## src/verilog/dtlb_pkg.sv

```systemverilog
// ~~~~~~~~~~~~~~~~~~~~~~~~~~~~~~~~~~~~~~~~
// Sv39 only, no ASIDs and no global pages
// Entry count must be a power of two
// ~~~~~~~~~~~~~~~~~~~~~~~~~~~~~~~~~~~~~~~~
package dtlb_pkg;

  // Default sizes, overridden from the top level
  localparam int unsigned DefaultEntries     = 8;
  localparam int unsigned DefaultMshrEntries = 4;

  // VPN seen as one word or as the three Sv39 level indices
  typedef union packed {
    logic [26:0]     flat;
    logic [2:0][8:0] lvl;
  } vpn_u;

  typedef logic [43:0] ppn_t;

  typedef enum logic [1:0] {KibiPage, MebiPage, GibiPage} page_type_e;
  typedef enum logic [1:0] {U = 2'b00, S = 2'b01, M = 2'b11} priv_e;
  typedef enum logic [1:0] {NoFlush, FlushPage, FlushAll} flush_e;
  typedef enum logic {NoException, PageFault} exc_e;

  // PTE bits that matter for loads and stores
  typedef struct packed {
    logic user;
    logic read;
    logic write;
    logic dirty;
  } pte_perm_t;

  typedef struct packed {
    logic       valid;
    vpn_u       vpn;
    ppn_t       ppn;
    page_type_e page_type;
    pte_perm_t  perm;
  } dtlb_entry_t;

  // Page compare at the granularity of the page type
  // Lower level indices are don't care for large pages
  function automatic logic vpn_match(page_type_e pt, vpn_u a, vpn_u b);
    case (pt)
      GibiPage: return a.lvl[2] == b.lvl[2];
      MebiPage: return a.lvl[2:1] == b.lvl[2:1];
      default:  return a.flat == b.flat;
    endcase
  endfunction

endpackage

```

## src/verilog/dtlb_miss_if.sv

```systemverilog
// ~~~~~~~~~~~~~~~~~~~~~~~~~~~~~~~~~~~~~~~~
// Arbiter to MSHR link, add and remove are
// never raised in the same cycle
// ~~~~~~~~~~~~~~~~~~~~~~~~~~~~~~~~~~~~~~~~
`timescale 1ns/100ps

interface dtlb_miss_if #(
  parameter int unsigned MshrEntries = dtlb_pkg::DefaultMshrEntries
);
  logic                         add;
  logic                         remove;
  dtlb_pkg::vpn_u               cmp_vpn;
  dtlb_pkg::page_type_e         cmp_page_type;
  logic                         hit;
  logic [MshrEntries-1:0]       hit_vec;
  logic                         full;

  modport arbiter (output add, remove, cmp_vpn, cmp_page_type, input hit, full);
  // Per-entry hit vector is read back by the MSHR for removal
  modport mshr (input add, remove, cmp_vpn, cmp_page_type, output hit, hit_vec, full);
endinterface

```

## src/verilog/dtlb_arbiter.sv

```systemverilog
// ~~~~~~~~~~~~~~~~~~~~~~~~~~~~~~~~~~~~~~~~
// Fixed priority: flush, L2 answer, LSQ
// L2 answers with no MSHR match are dropped
// ~~~~~~~~~~~~~~~~~~~~~~~~~~~~~~~~~~~~~~~~
`timescale 1ns/100ps

module dtlb_arbiter (
  input  dtlb_pkg::flush_e     flush_i,
  input  logic                 req_valid_i,
  input  dtlb_pkg::vpn_u       req_vpn_i,
  input  logic                 l2_ans_valid_i,
  input  dtlb_pkg::vpn_u       l2_ans_vpn_i,
  input  dtlb_pkg::page_type_e l2_ans_type_i,
  input  dtlb_pkg::ppn_t       l2_ans_ppn_i,
  input  dtlb_pkg::exc_e       l2_ans_exc_i,
  input  logic                 tlb_hit_i,
  input  dtlb_pkg::ppn_t       tlb_ppn_i,
  input  dtlb_pkg::exc_e       tlb_exc_i,
  output logic                 lookup_o,
  output logic                 fill_o,
  output dtlb_pkg::flush_e     flush_o,
  output logic                 req_ready_o,
  output logic                 ans_valid_o,
  output dtlb_pkg::ppn_t       ans_ppn_o,
  output dtlb_pkg::exc_e       ans_exc_o,
  output logic                 wup_valid_o,
  output dtlb_pkg::vpn_u       wup_vpn_o,
  dtlb_miss_if.arbiter         miss
);
  logic serve_flush, serve_ans, ans_match;

  assign serve_flush = flush_i != dtlb_pkg::NoFlush;
  assign serve_ans   = !serve_flush && l2_ans_valid_i;
  assign req_ready_o = !serve_flush && !l2_ans_valid_i && !miss.full;
  assign lookup_o    = req_ready_o && req_valid_i;
  assign flush_o     = flush_i;

  // MSHR compare uses the answer's page size, LSQ requests are exact
  assign miss.cmp_vpn       = serve_ans ? l2_ans_vpn_i : req_vpn_i;
  assign miss.cmp_page_type = serve_ans ? l2_ans_type_i : dtlb_pkg::KibiPage;

  // Merge a miss into an outstanding entry when possible
  assign miss.add    = lookup_o && !tlb_hit_i && !miss.hit;
  assign ans_match   = serve_ans && miss.hit;
  assign miss.remove = ans_match;
  // Faulting translations are not cached
  assign fill_o      = ans_match && l2_ans_exc_i == dtlb_pkg::NoException;

  assign wup_valid_o = ans_match;
  assign wup_vpn_o   = l2_ans_vpn_i;
  assign ans_valid_o = ans_match || (lookup_o && tlb_hit_i);
  assign ans_ppn_o   = serve_ans ? l2_ans_ppn_i : tlb_ppn_i;
  assign ans_exc_o   = serve_ans ? l2_ans_exc_i : tlb_exc_i;

endmodule

```

## src/flat_wrapper.sv

```systemverilog
// flat-port wrapper written by rule: the top's interface ports become plain ports
module dtlb_arbiter_flat 
  (flush_i, req_valid_i, req_vpn_i, l2_ans_valid_i, l2_ans_vpn_i, l2_ans_type_i, l2_ans_ppn_i, l2_ans_exc_i, tlb_hit_i, tlb_ppn_i, tlb_exc_i, lookup_o, fill_o, flush_o, req_ready_o, ans_valid_o, ans_ppn_o, ans_exc_o, wup_valid_o, wup_vpn_o, miss_add, miss_remove, miss_cmp_vpn, miss_cmp_page_type, miss_hit, miss_full);
  dtlb_miss_if miss_i ();
  input  dtlb_pkg::flush_e flush_i;
  input  logic req_valid_i;
  input  dtlb_pkg::vpn_u req_vpn_i;
  input  logic l2_ans_valid_i;
  input  dtlb_pkg::vpn_u l2_ans_vpn_i;
  input  dtlb_pkg::page_type_e l2_ans_type_i;
  input  dtlb_pkg::ppn_t l2_ans_ppn_i;
  input  dtlb_pkg::exc_e l2_ans_exc_i;
  input  logic tlb_hit_i;
  input  dtlb_pkg::ppn_t tlb_ppn_i;
  input  dtlb_pkg::exc_e tlb_exc_i;
  output logic lookup_o;
  output logic fill_o;
  output dtlb_pkg::flush_e flush_o;
  output logic req_ready_o;
  output logic ans_valid_o;
  output dtlb_pkg::ppn_t ans_ppn_o;
  output dtlb_pkg::exc_e ans_exc_o;
  output logic wup_valid_o;
  output dtlb_pkg::vpn_u wup_vpn_o;
  output wire logic [$bits(miss_i.add)-1:0] miss_add;
  output wire logic [$bits(miss_i.remove)-1:0] miss_remove;
  output wire logic [$bits(miss_i.cmp_vpn)-1:0] miss_cmp_vpn;
  output wire logic [$bits(miss_i.cmp_page_type)-1:0] miss_cmp_page_type;
  input wire logic [$bits(miss_i.hit)-1:0] miss_hit;
  input wire logic [$bits(miss_i.full)-1:0] miss_full;
  assign miss_add = miss_i.add;
  assign miss_remove = miss_i.remove;
  assign miss_cmp_vpn = miss_i.cmp_vpn;
  assign miss_cmp_page_type = miss_i.cmp_page_type;
  assign miss_i.hit = miss_hit;
  assign miss_i.full = miss_full;
  dtlb_arbiter u_core (.flush_i(flush_i), .req_valid_i(req_valid_i), .req_vpn_i(req_vpn_i), .l2_ans_valid_i(l2_ans_valid_i), .l2_ans_vpn_i(l2_ans_vpn_i), .l2_ans_type_i(l2_ans_type_i), .l2_ans_ppn_i(l2_ans_ppn_i), .l2_ans_exc_i(l2_ans_exc_i), .tlb_hit_i(tlb_hit_i), .tlb_ppn_i(tlb_ppn_i), .tlb_exc_i(tlb_exc_i), .lookup_o(lookup_o), .fill_o(fill_o), .flush_o(flush_o), .req_ready_o(req_ready_o), .ans_valid_o(ans_valid_o), .ans_ppn_o(ans_ppn_o), .ans_exc_o(ans_exc_o), .wup_valid_o(wup_valid_o), .wup_vpn_o(wup_vpn_o), .miss(miss_i));
endmodule
```

## config.mk

```make
export PLATFORM = sky130hd
export DESIGN_NAME = dtlb_arbiter_flat
export DESIGN_NICKNAME = d
export VERILOG_FILES = /design/src/verilog/dtlb_pkg.sv /design/src/verilog/dtlb_miss_if.sv /design/src/verilog/dtlb_arbiter.sv /design/src/flat_wrapper.sv
export SDC_FILE = /design/constraint.sdc
export NUM_CORES = 1
export LEC_CHECK = 0
export BUFFER_PORTS_ARGS = -buffer_cell sky130_fd_sc_hd__buf_2
export CORE_AREA = 5 5 99 101
export DETAILED_ROUTE_END_ITERATION = 7
export DIE_AREA = 0 0 104 106
export GPL_TIMING_DRIVEN = 1
export SYNTH_ARGS = -nofsm -noshare
export SYNTH_HDL_FRONTEND = slang
export SYNTH_SLANG_ARGS = --single-unit
```

## constraint.sdc

```tcl
create_clock -name vclk -period 2.6
set_input_delay 0.52 -clock vclk [all_inputs]
set_output_delay 0.52 -clock vclk [all_outputs]
set_load 0.01 [all_outputs]
```

* Yosys cells after proc, flatten, opt, wreduce, memory -nomap -nowiden
Cells that the tools add are included.
Widths: inputs -> output; s select.
** Storage, ports and cells
- Output and inout bits :: 110
- Flip-flop bits (word level) :: 0
** Operators by class
- Bitwise logic cells :: 1
- Reduce and logical (&&, ||, !) cells :: 16
- Mux-type cells :: 4
** Operators by type and width (number)
- $mux 44 :: 1
- $mux 27 :: 1
- $logic_and 1x1->1 :: 9
- $logic_not 1->1 :: 5
- $mux 2 :: 1
- $reduce_bool 2->1 :: 1
- $logic_or 1x1->1 :: 1
- $mux 1 :: 1
- $not 1->1 :: 1

* Longest topological paths before layout
- Depth after elaboration :: 7
- Gate-level depth with buffers :: 5
- Depth with buffers taken out :: 2

* Worst setup path after synthesis
Ideal clock, no wire load.
- Path type :: input -> output
- Start point :: in flush_i[1]
- End point :: out miss_cmp_vpn[21]
- Path slack :: 589 ps
- Data arrival time :: 1491 ps
- Stages on the path :: 4
- Cell sequence :: nor3b_2 buf_4 buf_4 mux2_1
** On the way
- Longest elaborated chain between the ends :: 4
** Ends and longest elaborated chain
- start, declared :: line flat_wrapper.sv:5 : input dtlb_pkg::flush_e flush_i;
- $reduce_bool 2->1 :: line dtlb_arbiter.sv:32 : assign serve_flush = flush_i != dtlb_pkg::NoFlush;
- $logic_not 1->1 :: line dtlb_arbiter.sv:33 : assign serve_ans = !serve_flush && l2_ans_valid_i;
- $logic_and 1x1->1 :: line dtlb_arbiter.sv:33
- $mux 27 :: line dtlb_arbiter.sv:39 : assign miss.cmp_vpn = serve_ans ? l2_ans_vpn_i : req_vpn_i;
- end, declared :: line flat_wrapper.sv:27 : output wire logic [$bits(miss_i.cmp_vpn)-1:0] miss_cmp_vpn;
Every way passes these cells.

* Worst setup path after layout
- Start point :: in flush_i[1]
- End point :: out miss_cmp_vpn[11]
The elaborated chain is that of the path after synthesis.

==> impl_metrics.py <==
metrics = {
    "run_status": {
        "result_of_the_run": "finished clean",
    },
    "routing": {
        "drt_first_pass_iters": 3,
        "drt_wl_total_mm": 5.598,
        "detail_route.vias_per_cell": 3.826,
        "drcViolationCount": 0,
        "wl_per_cell_um": 12.20,
        "overall_via_count_from_detail_route": 1756,
        "drt-initial-drc-count": 22,
        "ant_nets": 0,
    },
    "finish": {
        "final_layout_size_suffix_gt1_share_pct": 90.23,
        "nets": 503,
        "design.seq.count": 0,
        "antenna-diode-count": 0,
        "post_layout_nonfiller_instances": 459,
        "area_used_by_multi_input_combinational_logic_um2": 889.6,
        "area_delta_synth_final_pct": 105.1,
        "sequential_cell_area_um2": 0,
        "final.clkbuf_count": 0,
        "fill_cells": 970,
    },
    "floorplan": {
        "core-area_um2": 8934,
        "pin_count": 263,
        "row_count": 35,
        "fp.dieArea_um2": 11020,
        "fp.dieW_um": 104,
        "start_util_pct": 13.05,
        "floorplan.die.height_um": 106,
    },
    "clock_tree": {
        "post_cts.repair.setup_buffers": 0,
        "postCtsHoldBufs": 0,
        "cts_resized": 0,
    },
    "yosys": {
        "ys_warn_count": 0,
        "post_synth_instance_area_um2": 1166,
        "syn-mean-instance-area_um2": 9.718,
        "syn_inst": 120,
        "synth_top_area_cell": "sky130_fd_sc_hd__mux2_2",
        "leading_cell_types_by_count_after_synthesis": "sky130_fd_sc_hd__mux2_2 (47), sky130_fd_sc_hd__buf_4 (32), sky130_fd_sc_hd__mux2_1 (25)",
        "synth_nets": 273,
        "yosysMostFrequentCell": "sky130_fd_sc_hd__mux2_2",
        "ys_seq_area_share_pct": 0,
        "post_synth_main_area_contributors": "sky130_fd_sc_hd__mux2_2 (45%), sky130_fd_sc_hd__mux2_1 (24%), sky130_fd_sc_hd__buf_4 (21%), sky130_fd_sc_hd__and2_1 (2.1%), sky130_fd_sc_hd__buf_6 (1.9%)",
        "ys_types": 12,
        "top_area_cell_type_share_of_the_netlist_area_pct": 45.39,
    },
    "power_and_ir_drop": {
        "share_clk_of_total_power_pct": 0,
        "pwr-share-seq_pct": 0,
        "ir_drop_v": 0.00008775,
        "p_sw_share_pct": 43.16,
        "comb_power_share_pct": 100.0,
        "internal_power_uw": 219.5,
        "cellPowerDensity_nw_per_um2": 161.5,
        "leakage_component_of_the_power_uw": 0.001375,
        "netSwitchingPower_uw": 166.7,
    },
    "worst_setup_path": {
        "timing.critical_path.from_type": "primary input",
        "critical_path.endpoint": "miss_cmp_vpn[11]",
        "timing.critical_path.from": "flush_i[1]",
        "required_ps": 2080,
        "critical_path.endpoint_type": "output port",
        "critical_path_arrival_ps": 1740,
        "cp_peak_stage_delay_ps": 370,
        "cp_slowest_cell": "sky130_fd_sc_hd__mux2_1",
        "crit_path_frequent_cell": "sky130_fd_sc_hd__buf_2",
        "timing.critical_path.cells": "buf_2 > nor3b_4 > buf_12 > mux2_1 > buf_2",
        "cp_max_fo": 38,
        "setup.worst_path.class": "primary input to output port",
    },
    "timing": {
        "worst-slew-pin-transition_ps": 366.0,
        "final.period_utilization_pct": 86.83,
        "max_slew_margin_pct": 75.37,
        "finalSetupTns_ps": 0,
        "timing.final.crit_period_ps": 2258,
        "finalSetupViolations": 0,
        "max_freq_mhz": 443.0,
        "rsz0062_at_grt": "false",
        "hold_viol_final": 0,
        "maxSlewViolCount": 0,
    },
    "min_path": {
        "hold_path.class": "primary input to output port",
    },
    "run": {
        "drv.max_cap_violation_count": 0,
    },
    "grt": {
        "grt.overflow.total": 0,
        "grtUsageTotal_pct": 8.594,
        "grt_start_max_net_pins": 40,
        "grt_antenna_before_repair": 0,
        "grt_first_pass_wirelength_mm": 8.424,
        "number_of_global_route_vias_before_repair": 1862,
    },
    "place": {
        "dp_cells": 459,
        "gp_congestion": 0.7315,
        "port_buffers": 263,
        "dp_hpwl_mm": 5.227,
    },
}
## worst max-delay path, delay by kind of cell
family	cells	cell delay (ps)
muxes	1	370
buffers and inverters	3	540
and+or+nand+nor	1	300
## final cells by class
class	count	area share, %
well taps	111	5.805
multi-input cells	82	37.19
repair buffers	266	57.01
## cells in the final DEF, fill, tap and decap left out
master | netlist | routed
sky130_fd_sc_hd__nor3b_4 | 0 | 1
sky130_fd_sc_hd__buf_12 | 0 | 2
sky130_fd_sc_hd__nor4_1 | 1 | 1
sky130_fd_sc_hd__buf_4 | 32 | 1
sky130_fd_sc_hd__nor2_1 | 1 | 1
sky130_fd_sc_hd__mux2_2 | 47 | 47
sky130_fd_sc_hd__mux2_1 | 25 | 25
sky130_fd_sc_hd__and3b_1 | 1 | 1
sky130_fd_sc_hd__and2_1 | 4 | 4
sky130_fd_sc_hd__and3_1 | 1 | 1
sky130_fd_sc_hd__buf_2 | 4 | 263
sky130_fd_sc_hd__a32o_1 | 1 | 1
## how the worst min path moves through the flow
stage / depth (start not counted) / start / endpoint / slack, ps
floorplan: 1 / flush_i[0] / req_ready_o / 1100
global placement: 2 / l2_ans_vpn_i[20] / wup_vpn_o[20] / 1240
detailed placement: 2 / l2_ans_vpn_i[7] / wup_vpn_o[7] / 1240
CTS: 2 / l2_ans_vpn_i[7] / wup_vpn_o[7] / 1240
global route: 2 / l2_ans_vpn_i[21] / wup_vpn_o[21] / 1240
finish: 2 / l2_ans_vpn_i[7] / wup_vpn_o[7] / 1240
## stage by stage
stage | cell area (µm²) | utilization, % | setup WS [ps] | hold WS, ps | power [µW]
floorplan | 1166 | - | 588.6 | 1103 | 197.6
global route | 2392 | 26.78 | 293.1 | 1243 | 422.9
global placement | 2392 | 26.78 | 364.0 | 1238 | 387.6
detailed placement | 2392 | 26.78 | 343.6 | 1238 | 392.0
CTS | 2392 | 26.78 | 336.0 | 1238 | 393.8
finish | 2392 | 26.78 | 342.4 | 1237 | 386.2
## kinds of logic after synthesis
| family | Yosys count | synth area share [%] |
|---|---|---|
| compound gates | 1 | 0.8584 |
| buf+inv | 38 | 24.25 |
| mux | 72 | 69.53 |
| simple gates | 9 | 5.365 |
## power groups by stage
stage | Clock [µW] | Sequential, µW | Combinational [µW]
floorplan | 0 | 0 | 198
global placement | 0 | 0 | 388
detailed placement | 0 | 0 | 392
CTS | 0 | 0 | 394
global route | 0 | 0 | 423
finish | 0 | 0 | 386
## metal layers
metal  vias up  global-route usage [%]  share of wire, %  wire length, µm
met2       147                   16.85                51             2861
met1       749                   9.402                33             1872
li1        860                       -                 -                -
met5         -                       0                 0                0
met4         0                       0                 0                0
met3         0                   2.975                15              865
(Power assumes the default switching activity.)
