===== config.mk =====
export PLATFORM = sky130hd
export DESIGN_NAME = dtlb_mshr_flat
export DESIGN_NICKNAME = d
export VERILOG_FILES = /design/src/verilog/dtlb_pkg.sv /design/src/verilog/dtlb_miss_if.sv /design/src/verilog/dtlb_mshr.sv /design/src/flat_wrapper.sv
export SDC_FILE = /design/constraint.sdc
export NUM_CORES = 1
export LEC_CHECK = 0
export BUFFER_PORTS_ARGS = -buffer_cell sky130_fd_sc_hd__buf_2
export CAP_MARGIN = 0
export CORE_MARGIN = 2
export CORE_UTILIZATION = 44
export DETAILED_ROUTE_END_ITERATION = 6
export SYNTH_ARGS = -nofsm -noshare
export SYNTH_HDL_FRONTEND = slang
export SYNTH_SLANG_ARGS = --single-unit

===== constraint.sdc =====
create_clock -name clk_i -period 4.6 [get_ports clk_i]
set_clock_uncertainty 0.1 [all_clocks]
set_input_delay 0.23 -clock clk_i [delete_from_list [all_inputs] [get_ports clk_i]]
set_output_delay 0.23 -clock clk_i [all_outputs]
set_load 0.005 [all_outputs]

===== src/verilog/dtlb_pkg.sv =====
// ~~~~~~~~~~~~~~~~~~~~~~~~~~~~~~~~~~~~~~~~
// Sv39 only, no ASIDs and no global pages
// Entry count must be a power of two
// ~~~~~~~~~~~~~~~~~~~~~~~~~~~~~~~~~~~~~~~~
package dtlb_pkg;

  // Default sizes, overridden from the top level
  localparam int unsigned DefaultEntries     = 8;
  localparam int unsigned DefaultMshrEntries = 4;

  // VPN seen as one word or as the three Sv39 level indices
  typedef union packed {
    logic [26:0]     flat;
    logic [2:0][8:0] lvl;
  } vpn_u;

  typedef logic [43:0] ppn_t;

  typedef enum logic [1:0] {KibiPage, MebiPage, GibiPage} page_type_e;
  typedef enum logic [1:0] {U = 2'b00, S = 2'b01, M = 2'b11} priv_e;
  typedef enum logic [1:0] {NoFlush, FlushPage, FlushAll} flush_e;
  typedef enum logic {NoException, PageFault} exc_e;

  // PTE bits that matter for loads and stores
  typedef struct packed {
    logic user;
    logic read;
    logic write;
    logic dirty;
  } pte_perm_t;

  typedef struct packed {
    logic       valid;
    vpn_u       vpn;
    ppn_t       ppn;
    page_type_e page_type;
    pte_perm_t  perm;
  } dtlb_entry_t;

  // Page compare at the granularity of the page type
  // Lower level indices are don't care for large pages
  function automatic logic vpn_match(page_type_e pt, vpn_u a, vpn_u b);
    case (pt)
      GibiPage: return a.lvl[2] == b.lvl[2];
      MebiPage: return a.lvl[2:1] == b.lvl[2:1];
      default:  return a.flat == b.flat;
    endcase
  endfunction

endpackage


===== src/verilog/dtlb_miss_if.sv =====
// ~~~~~~~~~~~~~~~~~~~~~~~~~~~~~~~~~~~~~~~~
// Arbiter to MSHR link, add and remove are
// never raised in the same cycle
// ~~~~~~~~~~~~~~~~~~~~~~~~~~~~~~~~~~~~~~~~
`timescale 1ns/100ps

interface dtlb_miss_if #(
  parameter int unsigned MshrEntries = dtlb_pkg::DefaultMshrEntries
);
  logic                         add;
  logic                         remove;
  dtlb_pkg::vpn_u               cmp_vpn;
  dtlb_pkg::page_type_e         cmp_page_type;
  logic                         hit;
  logic [MshrEntries-1:0]       hit_vec;
  logic                         full;

  modport arbiter (output add, remove, cmp_vpn, cmp_page_type, input hit, full);
  // Per-entry hit vector is read back by the MSHR for removal
  modport mshr (input add, remove, cmp_vpn, cmp_page_type, output hit, hit_vec, full);
endinterface


===== src/verilog/dtlb_mshr.sv =====
// ~~~~~~~~~~~~~~~~~~~~~~~~~~~~~~~~~~~~~~~~
// One L2 request per entry, an entry stays
// waiting until its answer removes it
// ~~~~~~~~~~~~~~~~~~~~~~~~~~~~~~~~~~~~~~~~
`timescale 1ns/100ps

module dtlb_mshr #(
  parameter int unsigned MshrEntries = dtlb_pkg::DefaultMshrEntries
) (
  input  logic           clk_i,
  input  logic           rst_ni,
  input  logic           l2_req_ready_i,
  output logic           l2_req_valid_o,
  output dtlb_pkg::vpn_u l2_req_vpn_o,
  dtlb_miss_if.mshr      miss
);
  dtlb_pkg::vpn_u vpn_q [MshrEntries];

  logic [MshrEntries-1:0] valid_q, wait_q;
  logic [MshrEntries-1:0] free_sel, req_sel;

  // Compare at the granularity asked for by the arbiter
  always_comb begin
    for (int k = 0; k < MshrEntries; k++) begin
      miss.hit_vec[k] = valid_q[k] &&
                        dtlb_pkg::vpn_match(miss.cmp_page_type, vpn_q[k], miss.cmp_vpn);
    end
  end

  assign miss.hit  = |miss.hit_vec;
  assign miss.full = &valid_q;

  // Lowest free slot and lowest entry still to be sent to the L2
  always_comb begin
    free_sel     = '0;
    req_sel      = '0;
    l2_req_vpn_o = '0;
    for (int k = MshrEntries - 1; k >= 0; k--) begin
      if (!valid_q[k]) begin
        free_sel    = '0;
        free_sel[k] = 1'b1;
      end else if (!wait_q[k]) begin
        req_sel      = '0;
        req_sel[k]   = 1'b1;
        l2_req_vpn_o = vpn_q[k];
      end
    end
  end

  assign l2_req_valid_o = |req_sel;

  for (genvar k = 0; k < MshrEntries; k++) begin : g_slot
    always_ff @(posedge clk_i or negedge rst_ni) begin
      if (!rst_ni) begin
        valid_q[k] <= 1'b0;
        wait_q[k]  <= 1'b0;
      end else if (miss.remove && miss.hit_vec[k]) begin
        valid_q[k] <= 1'b0;
        wait_q[k]  <= 1'b0;
      end else if (l2_req_ready_i && req_sel[k]) begin
        wait_q[k] <= 1'b1;
      end else if (miss.add && free_sel[k]) begin
        valid_q[k] <= 1'b1;
        wait_q[k]  <= 1'b0;
      end
    end

    // During an add the compare VPN is the request VPN
    always_ff @(posedge clk_i) begin
      if (miss.add && free_sel[k]) vpn_q[k] <= miss.cmp_vpn;
    end
  end

endmodule


===== src/flat_wrapper.sv =====
// flat-port wrapper written by rule: the top's interface ports become plain ports
module dtlb_mshr_flat 
#(
  parameter int unsigned MshrEntries = dtlb_pkg::DefaultMshrEntries
)
  (clk_i, rst_ni, l2_req_ready_i, l2_req_valid_o, l2_req_vpn_o, miss_add, miss_remove, miss_cmp_vpn, miss_cmp_page_type, miss_hit, miss_hit_vec, miss_full);
  dtlb_miss_if #(.MshrEntries(MshrEntries)) miss_i ();
  input  logic clk_i;
  input  logic rst_ni;
  input  logic l2_req_ready_i;
  output logic l2_req_valid_o;
  output dtlb_pkg::vpn_u l2_req_vpn_o;
  input wire logic [$bits(miss_i.add)-1:0] miss_add;
  input wire logic [$bits(miss_i.remove)-1:0] miss_remove;
  input wire logic [$bits(miss_i.cmp_vpn)-1:0] miss_cmp_vpn;
  input wire logic [$bits(miss_i.cmp_page_type)-1:0] miss_cmp_page_type;
  output wire logic [$bits(miss_i.hit)-1:0] miss_hit;
  output wire logic [$bits(miss_i.hit_vec)-1:0] miss_hit_vec;
  output wire logic [$bits(miss_i.full)-1:0] miss_full;
  assign miss_i.add = miss_add;
  assign miss_i.remove = miss_remove;
  assign miss_i.cmp_vpn = miss_cmp_vpn;
  assign miss_i.cmp_page_type = miss_cmp_page_type;
  assign miss_hit = miss_i.hit;
  assign miss_hit_vec = miss_i.hit_vec;
  assign miss_full = miss_i.full;
  dtlb_mshr #(.MshrEntries(MshrEntries)) u_core (.clk_i(clk_i), .rst_ni(rst_ni), .l2_req_ready_i(l2_req_ready_i), .l2_req_valid_o(l2_req_valid_o), .l2_req_vpn_o(l2_req_vpn_o), .miss(miss_i));
endmodule

# Yosys cells after proc, flatten, opt, wreduce, memory -nomap -nowiden
# Memory sizes are Yosys's and may differ from the RTL's.
# Index checks and enable logic that the tools add are counted.
[totals]
wordCells = 126
register_bits = 8
output_inout_bits = 34
inputBits = 34
n_memories = 1
ram_bits = 108
[mem_list]
columns = ["name", "depth", "width", "read_ports", "rd_clocked_by_memory_dff", "write_ports", "line_no", "rtl"]
rows = [
  ["u_core.vpn_q", 4, 27, 4, 0, 1, "dtlb_mshr.sv:17", "dtlb_pkg::vpn_u vpn_q [MshrEntries];"],
]
[op_classes]
mux = 65
n_reduce_logical = 34
n_eq_ne = 18
[ops]
columns = ["op", "n"]
rows = [
  ["two-way mux 27 bit", 11],
  ["equality test 27 bit", 4],
  ["OR reduction 27 bit", 3],
  ["equality test 18 bit", 4],
  ["two-way mux 4 bit", 12],
  ["equality test 9 bit", 4],
  ["two-way mux 1 bit", 35],
  ["logical AND 1 bit", 16],
  ["nonzero test 3 bit", 4],
  ["inequality test 2 x 1 -> 1 bit, second input constant", 4],
  ["one-hot mux 1 bit (2 select lines)", 4],
  ["AND reduction 2 bit", 4],
  ["nonzero test 2 bit", 4],
  ["OR reduction 4 bit", 2],
  ["two-way mux 2 bit", 3],
  ["AND reduction 4 bit", 1],
  ["equality test 2 x 1 -> 1 bit, second input constant", 1],
  ["equality test 2 bit, second input constant", 1],
]

# Logic depth before layout (Yosys ltp)
# Gate-level depths: netlist of the first run.
[depth]
word_depth = 11
depth_mapped = 8
mapped_depth_nobuf = 7

# Worst setup path after synthesis of the first run
# Ideal clock, no wire load.
[synth_path]
path_kind = "flip-flop to flip-flop"
startpoint = "register u_core.valid_q[0]"
endpoint = "register u_core.wait_q[2]"
slack_ps = 1503
synth_period_minus_slack_ps = 3097
t_arrival_ps = 2864
setup_time_ps = 133
required_time_ps = 4367
path_buffers = 1
stages_incl_launch_ff = 7
path_cell_list = "dfrtp_1 buf_2 nand2_1 nor3_1 nor2b_1 a31oi_1 a21oi_1"
[synth_via]
elab_chain_cells = 4
elab_cells_between_ends = 7
cone_classes = "mux (4); reduce/logical (3)"
[synth_rtl]
columns = ["item", "line_no", "rtl"]
rows = [
  ["start, declared", "dtlb_mshr.sv:19", "logic [MshrEntries-1:0] valid_q, wait_q;"],
  ["start signal, assigned by index", "dtlb_mshr.sv:55", "valid_q[k] <= 1'b0;"],
  ["start signal, assigned by index", "dtlb_mshr.sv:58", "valid_q[k] <= 1'b0;"],
  ["start signal, assigned by index", "dtlb_mshr.sv:63", "valid_q[k] <= 1'b1;"],
  ["two-way mux 4 bit", "dtlb_mshr.sv:39", "if (!valid_q[k]) begin"],
  ["logical AND 1 bit", "dtlb_mshr.sv:60", "end else if (l2_req_ready_i && req_sel[k]) begin"],
  ["two-way mux 1 bit", "dtlb_mshr.sv:60", ""],
  ["two-way mux 1 bit", "dtlb_mshr.sv:57", "end else if (miss.remove && miss.hit_vec[k]) begin"],
  ["end signal, assigned by index", "dtlb_mshr.sv:56", "wait_q[k] <= 1'b0;"],
  ["end signal, assigned by index", "dtlb_mshr.sv:59", "wait_q[k] <= 1'b0;"],
  ["end signal, assigned by index", "dtlb_mshr.sv:61", "wait_q[k] <= 1'b1;"],
  ["end, declared", "dtlb_mshr.sv:19", ""],
]
# Several ways; a longest one is shown, not always the timed one.
# A chain may end at the register's enable or synchronous reset.

==> results.yml, run 1 <==
run_status:
  outcome: "finished, final reports clean"
clock_tree:
  clk_pin_slew_ns: 0.05
  cts.sinks: 116
  cts_inserted_buffers: 17
  post_cts_resized: 0
  cts-root-buf: "clkbuf_16"
  h-tree-depth: 4
  clock_path_buffers: 2
  cts_tree: "yes"
  post_cts_buffers: 0
  clk_latency_ns: 0.41
route:
  met1_length_microns: 6150
  wl_met2_microns: 6880
  ant_nets: 0
  drt_pass1_iterations: 5
  wl_met3_microns: 705
  maxUsedRoutingLayer: "met4"
  post-route-drc-count: 0
  drt-total-wl_microns: 14100
  vias: 3793
  wl_per_cell_microns: 20.8
  dr.first_iter.drc_count: 239
  via_per_inst: 5.58
die:
  die_h_microns: 116
  initial_utilization_pct: 44.5
  die-area_sq_um: 13500
  rows: 41
  pin_count: 68
  die_w_microns: 116
  coreArea_sq_um: 12500
grt:
  grt.total_usage_pct: 22.1
  grt_pass1_wl_microns: 21500
  grt_max_degree: 31
  grt_pass1_vias: 3786
  antenna_found_initial: 0
  grt_overflow: 0
setup_path:
  slowest_stage: "nand2_1"
  start_kind: "register"
  crit_family: "simple AND/OR/NAND/NOR gates"
  worst-path-buf-inv: 2
  crit_path_max_incr_delay_ns: 0.87
  end_kind: "output port"
  arrival_ns: 3.11
  required_ns: 4.27
  cp_max_fo: 27
  criticalPathCategory: "reg -> out"
  path_cells: "nand2b_1, buf_4, nand2_1, o22ai_1, nor2_1, buf_2"
final_layout:
  antenna_cells: 0
  nets: 531
  areaGrowthSynthToFinish_pct: 22.7
  final_layout_size_suffix_gt1_share_pct: 22.4
  stdcell_count: 680
placed_design:
  numPortBuffers: 67
  place_ws_ns: 1.56
  gp_congestion: 0.922
  place_inst: 647
  dpl.hpwl_microns: 9190
timing:
  finalWorstPathRequiredPeriod_ns: 3.44
  holdWs_ns: 0.0257
  worst_pin_slew_ns: 1.14
  rsz0062_at_grt: "no"
  fin_tns_setup_ns: 0
  setup_slack_ns: 1.16
  setup_viol: 0
  slew_viol_final: 0
  relSlewSlack_pct: 23.9
  final_hold_viol_count: 0
  fmaxAchievable_mhz: 291
  post-route-period-util_pct: 74.8
synthesis:
  syn_area_sq_um: 5550
  yosys_most_used_dff: "edfxtp_1"
  avgSynthCellArea_sq_um: 13.4
  yosys.cell_types.count: 36
  ys_ff_latch: 116
  synth_edf_count: 108
  syn_inst: 414
  syn-num-nets: 450
  async_flop_share_pct: 6.90
  yosys_warnings: 0
  yosysSeqAreaShare_pct: 62.0
pwr:
  leakage_nw: 2.39
  irDropWorstVdd_mv: 0.195
  cellPowerDensity_nw_per_um2: 471
flow_run:
  maxCapViolations: 0
min_path:
  hold_class: "in -> reg"
[through the flow]
step	util, %	power [mW]	instance area (sq um)
6_report	54.6	3.20	6810
5_1_grt	54.6	3.33	6810
4_1_cts	54.6	3.23	6810
3_5_place_dp	49.2	1.73	6130
3_3_place_gp	49.2	1.72	6130
2_1_floorplan	-	1.49	5550
[flip-flops by register name, summed over array words and instances, names as in the netlist]
signal / flops
u_core.wait_q: 4
u_core.valid_q: 4
u_core.vpn_q: 108
[cell usage after synthesis, types with 2 or more instances]
master | n | area share, %
clkbuf_1 | 13 | 0.88
nor4_1 | 14 | 1.6
a22oi_1 | 4 | 0.54
o22ai_1 | 30 | 3.4
xor2_1 | 62 | 9.8
ha_1 | 2 | 0.45
nand3_1 | 5 | 0.45
edfxtp_1 | 108 | 58
inv_1 | 5 | 0.34
nand2_1 | 6 | 0.41
nor3_1 | 5 | 0.45
nand2b_1 | 3 | 0.34
nor2b_1 | 3 | 0.34
or4_1 | 2 | 0.27
nor2_1 | 34 | 2.3
a21oi_1 | 6 | 0.54
xnor2_1 | 46 | 7.3
dfrtp_1 | 8 | 3.6
nor4b_4 | 2 | 0.86
nand4_1 | 12 | 1.4
a221oi_1 | 28 | 4.4
o21ai_0 | 2 | 0.18
[worst paths after layout]
check | depth (start not counted) | start | slack [ns] | to
min | 3 | miss_add | 0.03 | u_core.valid_q[0]
max reg2reg | 6 | u_core.vpn_q[3][0] | 2.40 | u_core.wait_q[3]
min reg2reg | 2 | u_core.wait_q[3] | 0.46 | u_core.wait_q[3]
min in group asynchronous | 2 | rst_ni | 0.11 | u_core.wait_q[2]
max | 6 | u_core.valid_q[0] | 1.16 | l2_req_vpn_o[1]
max in group asynchronous | 2 | rst_ni | 4.10 | u_core.valid_q[1]
[worst reg2reg max path: stages (launching register included)]
cell	delay [ns]
edfxtp_1	0.40
xor2_1	0.18
nor4_1	0.48
nand4_1	0.19
o22ai_1	0.24
nor4b_4	0.33
a22oi_1	0.14
[routing by layer]
layer  track usage, %  up-vias
met5                0        -
met4             10.3        0
met3             4.88       33
met2             35.7      125
met1             28.4     1866
li1                 -     1769
[area by class of cell]
class / instances / area [sq um]
inverters: 6 / 22.5
well taps: 172 / 215
clock inverters: 14 / 238
clock buffers: 18 / 429
multi-input cells: 277 / 2050
flip-flops and latches: 116 / 3440
repair buffers: 77 / 413
fillers: 1055 / 5660
[cells by family after synthesis]
| logic type | count (synthesis) | synth area share [%] |
|---|---|---|
| adders and majority gates | 2 | 0.451 |
| DFF | 116 | 62.0 |
| and+or+nand+nor | 88 | 8.63 |
| xor gates and xnor gates | 108 | 17.0 |
| buffers and inverters | 21 | 1.44 |
| AOI/OAI and AO/OA | 79 | 10.4 |
[layout by cell type, fill, tap and decap left out, types with 2 or more instances in the layout]
cell,n
buf_4,9
xor2_1,62
clkbuf_16,17
nor4b_4,2
a22oi_1,4
nand2_1,6
dfrtp_1,8
inv_1,5
o21ai_2,2
ha_1,2
nor3_1,4
o21ai_0,2
nor2_1,30
nand4_1,12
bufinv_16,7
o22ai_1,30
or4_1,2
nand3_1,5
nor2b_1,2
nor4_1,14
a221oi_1,28
a21oi_1,6
buf_2,67
nor2_2,4
clkinv_1,6
nand2b_1,3
edfxtp_1,108
xnor2_1,46
[where the power goes]
part	switching [mW]	total (mW)	internal [mW]
Sequential	0.0146	1.19	1.18
Combinational	0.295	0.515	0.221
Clock	0.438	1.49	1.06
Total	0.748	3.20	2.46
[repair_timing]
action,4_1_cts,5_1_grt
hold endpoints to repair,8,0
hold buffers,1,0
endpoints found under the setup margin,0,0
No activity file was read; power rests on OpenSTA's default activity.
==> run 2, diff against run 1 <==
--- a/config.mk
+++ b/config.mk
@@ -10,6 +10,7 @@
 export CORE_MARGIN = 2
 export CORE_UTILIZATION = 44
 export DETAILED_ROUTE_END_ITERATION = 6
+export PLACE_DENSITY = 0.66
 export SYNTH_ARGS = -nofsm -noshare
 export SYNTH_HDL_FRONTEND = slang
 export SYNTH_SLANG_ARGS = --single-unit
==> constraint.sdc (replaced) <==
create_clock -name clk_i -period 2.9 [get_ports clk_i]
set_clock_uncertainty 0.1 [all_clocks]
set_input_delay 0.145 -clock clk_i [delete_from_list [all_inputs] [get_ports clk_i]]
set_output_delay 0.145 -clock clk_i [all_outputs]
set_load 0.005 [all_outputs]
==> run 2 against run 1 <==
  * Flip-flop and latch count stayed put
  * Design area rose by 4.6%
  * Register-to-register slack got worse by 1.6 ns
  * Worst hold slack better by 0.44 ns
  * Sequential power grew 59%
  * Non-clock buffer count up 34
  * Routed wire length grew 2.7%
  * Clock power rose by 43%
  * Final cell count increased by 5.0%
  * Clock-buffer cell count is 2 higher
  * Global-route usage is 0.22 points higher
  * Critical path type is now in -> out
  * Largest power group unchanged
==> results.yml, run 2 (synthesis gave the netlist of run 1 again) <==
grt:
  grt_pass1_vias: 4006
  grt_max_degree: 30
  grt_pass1_wl_microns: 22000
  antenna_found_initial: 0
  grt_overflow: 0
  grt.total_usage_pct: 22.3
timing:
  relSlewSlack_pct: 51.7
  fin_tns_setup_ns: 0
  finalWorstPathRequiredPeriod_ns: 2.75
  rsz0062_at_grt: "no"
  slew_viol_final: 0
  worst_pin_slew_ns: 0.724
  post-route-period-util_pct: 94.7
  fmaxAchievable_mhz: 364
  setup_viol: 0
  final_hold_viol_count: 0
final_layout:
  largestRegisters: "u_core.vpn_q: 108 flops, u_core.valid_q: 4 flops, u_core.wait_q: 4 flops"
  stdcell_count: 714
  final_cell_mix: "edfxtp_1, buf_2, xor2_1, xnor2_1, dlygate4sd3_1"
  antenna_cells: 0
  fillCellCount: 1039
  largest_register_ffs: 108
  nets: 565
  areaGrowthSynthToFinish_pct: 28.3
  largest-register: "u_core.vpn_q"
  final_layout_size_suffix_gt1_share_pct: 22.0
  mostFrequentLayoutCell: "edfxtp_1"
clock_tree:
  cts-root-buf: "clkbuf_16"
  cts_inserted_buffers: 17
  cts_tree: "yes"
  h-tree-depth: 4
  clk_latency_ns: 0.41
  clock_path_buffers: 2
  cts.sinks: 116
  clk_pin_slew_ns: 0.05
die:
  initial_utilization_pct: 44.5
  die_h_microns: 116
  die-area_sq_um: 13500
  rows: 41
  pin_count: 68
  coreArea_sq_um: 12500
  die_w_microns: 116
pwr:
  power.switching_mw: 1.21
  leakage_nw: 2.51
  p_seq_share_pct: 38.8
  swShare_pct: 24.8
  irDropWorstVdd_mv: 0.415
  internal-power_mw: 3.68
  cellPowerDensity_nw_per_um2: 686
  p_clk_share_pct: 43.5
  p_comb_share_pct: 17.7
setup_path:
  worst-path-buf-inv: 3
  end_kind: "output port"
  crit_family: "simple AND/OR/NAND/NOR gates"
  path_cells: "dlygate4sd3_1, buf_2, xor2_1, nor4_1, a21oi_1, o22ai_1, nor4b_4, or4_1, buf_2"
  criticalPathCategory: "in -> out"
  cp_max_fo: 8
  start_kind: "input pin"
  required_ns: 2.65
  slowest_stage: "dlygate4sd3_1"
  timing.critical_path.mode_cell: "buf_2"
  arrival_ns: 2.50
  crit_path_max_incr_delay_ns: 0.54
route:
  post-route-drc-count: 0
  wl_per_cell_microns: 20.3
  via_per_inst: 5.55
  dr.first_iter.drc_count: 361
  drt-total-wl_microns: 14500
  drt_pass1_iterations: 5
  vias: 3963
  ant_nets: 0
min_path:
  hold_class: "reg -> reg"
run_status:
  outcome: "finished, final reports clean"
placed_design:
  gp_congestion: 0.815
  dpl.hpwl_microns: 9270
  numPortBuffers: 67
  place_inst: 650
flow_run:
  maxCapViolations: 0
==> run 2: worst paths after layout <==
kind | from | endpoint | slack, ns | cells after the start
max | miss_cmp_vpn[9] | miss_hit | 0.15 | 9
min | u_core.wait_q[0] | u_core.wait_q[0] | 0.46 | 2
min reg2reg | u_core.wait_q[0] | u_core.wait_q[0] | 0.46 | 2
max reg2reg | u_core.vpn_q[1][14] | u_core.valid_q[1] | 0.78 | 6
min in group asynchronous | rst_ni | u_core.wait_q[1] | 0.61 | 3
max in group asynchronous | rst_ni | u_core.valid_q[1] | 1.82 | 3
==> run 2: through the flow <==
step                      util, %  total power, mW  instance area [sq um]  setup WS [ns]  hold slack, ns
after floorplan                 -             2.36                   5560          0.636          -0.251
after global placement       49.7             2.75                   6200          0.713          -0.109
after detailed placement     49.7             2.75                   6200          0.682          -0.108
after CTS                    57.1             4.91                   7120          0.164           0.442
after global routing         57.1             5.07                   7120         0.0325           0.473
final                        57.1             4.89                   7120          0.153           0.465
==> run 2: final cells by class <==
cell class | instances | area (sq um) | area share, %
Multi-Input combinational cell | 277 | 2060 | 28.9
Timing Repair Buffer | 111 | 783 | 11.0
Inverter | 6 | 22.5 | 0.316
Sequential cell | 116 | 3440 | 48.3
Clock inverter | 12 | 161 | 2.27
Tap cell | 172 | 215 | 3.02
Clock buffer | 20 | 437 | 6.13
==> run 2: timing repair <==
action | CTS | global route
hold buffers | 32 | 0
setup endpoints to repair | 0 | 1
buffers inserted | 0 | 0
gates resized for setup | 0 | 1
hold endpoints to repair | 124 | 0
==> run 2: power by group through the flow <==
stage          sequential, mW  combinational [mW]  clock, mW
2_1_floorplan            1.92               0.438          0
3_3_place_gp             1.92               0.822          0
3_5_place_dp             1.93               0.827          0
4_1_cts                  1.89               0.866       2.15
5_1_grt                  1.90               0.941       2.23
6_report                 1.89               0.866       2.13
==> run 2: metal layers <==
metal  up-vias  GRT usage, %  part of all wire, %  wire length [microns]
met4         0          10.5                  2.2                    322
met5         -             0                    0                      0
met1      1972          28.3                   43                   6260
met2       134          36.6                   50                   7220
li1       1834             -                    -                      -
met3        23          4.83                  4.8                    694
==> run 2: worst reg2reg max path: stages (launching register included) <==
cell and delay (ns):
edfxtp_1 0.40, xor2_1 0.16, nor4_1 0.55, a21oi_1 0.14
o22ai_1 0.18, nor4b_4 0.31, a22oi_1 0.14
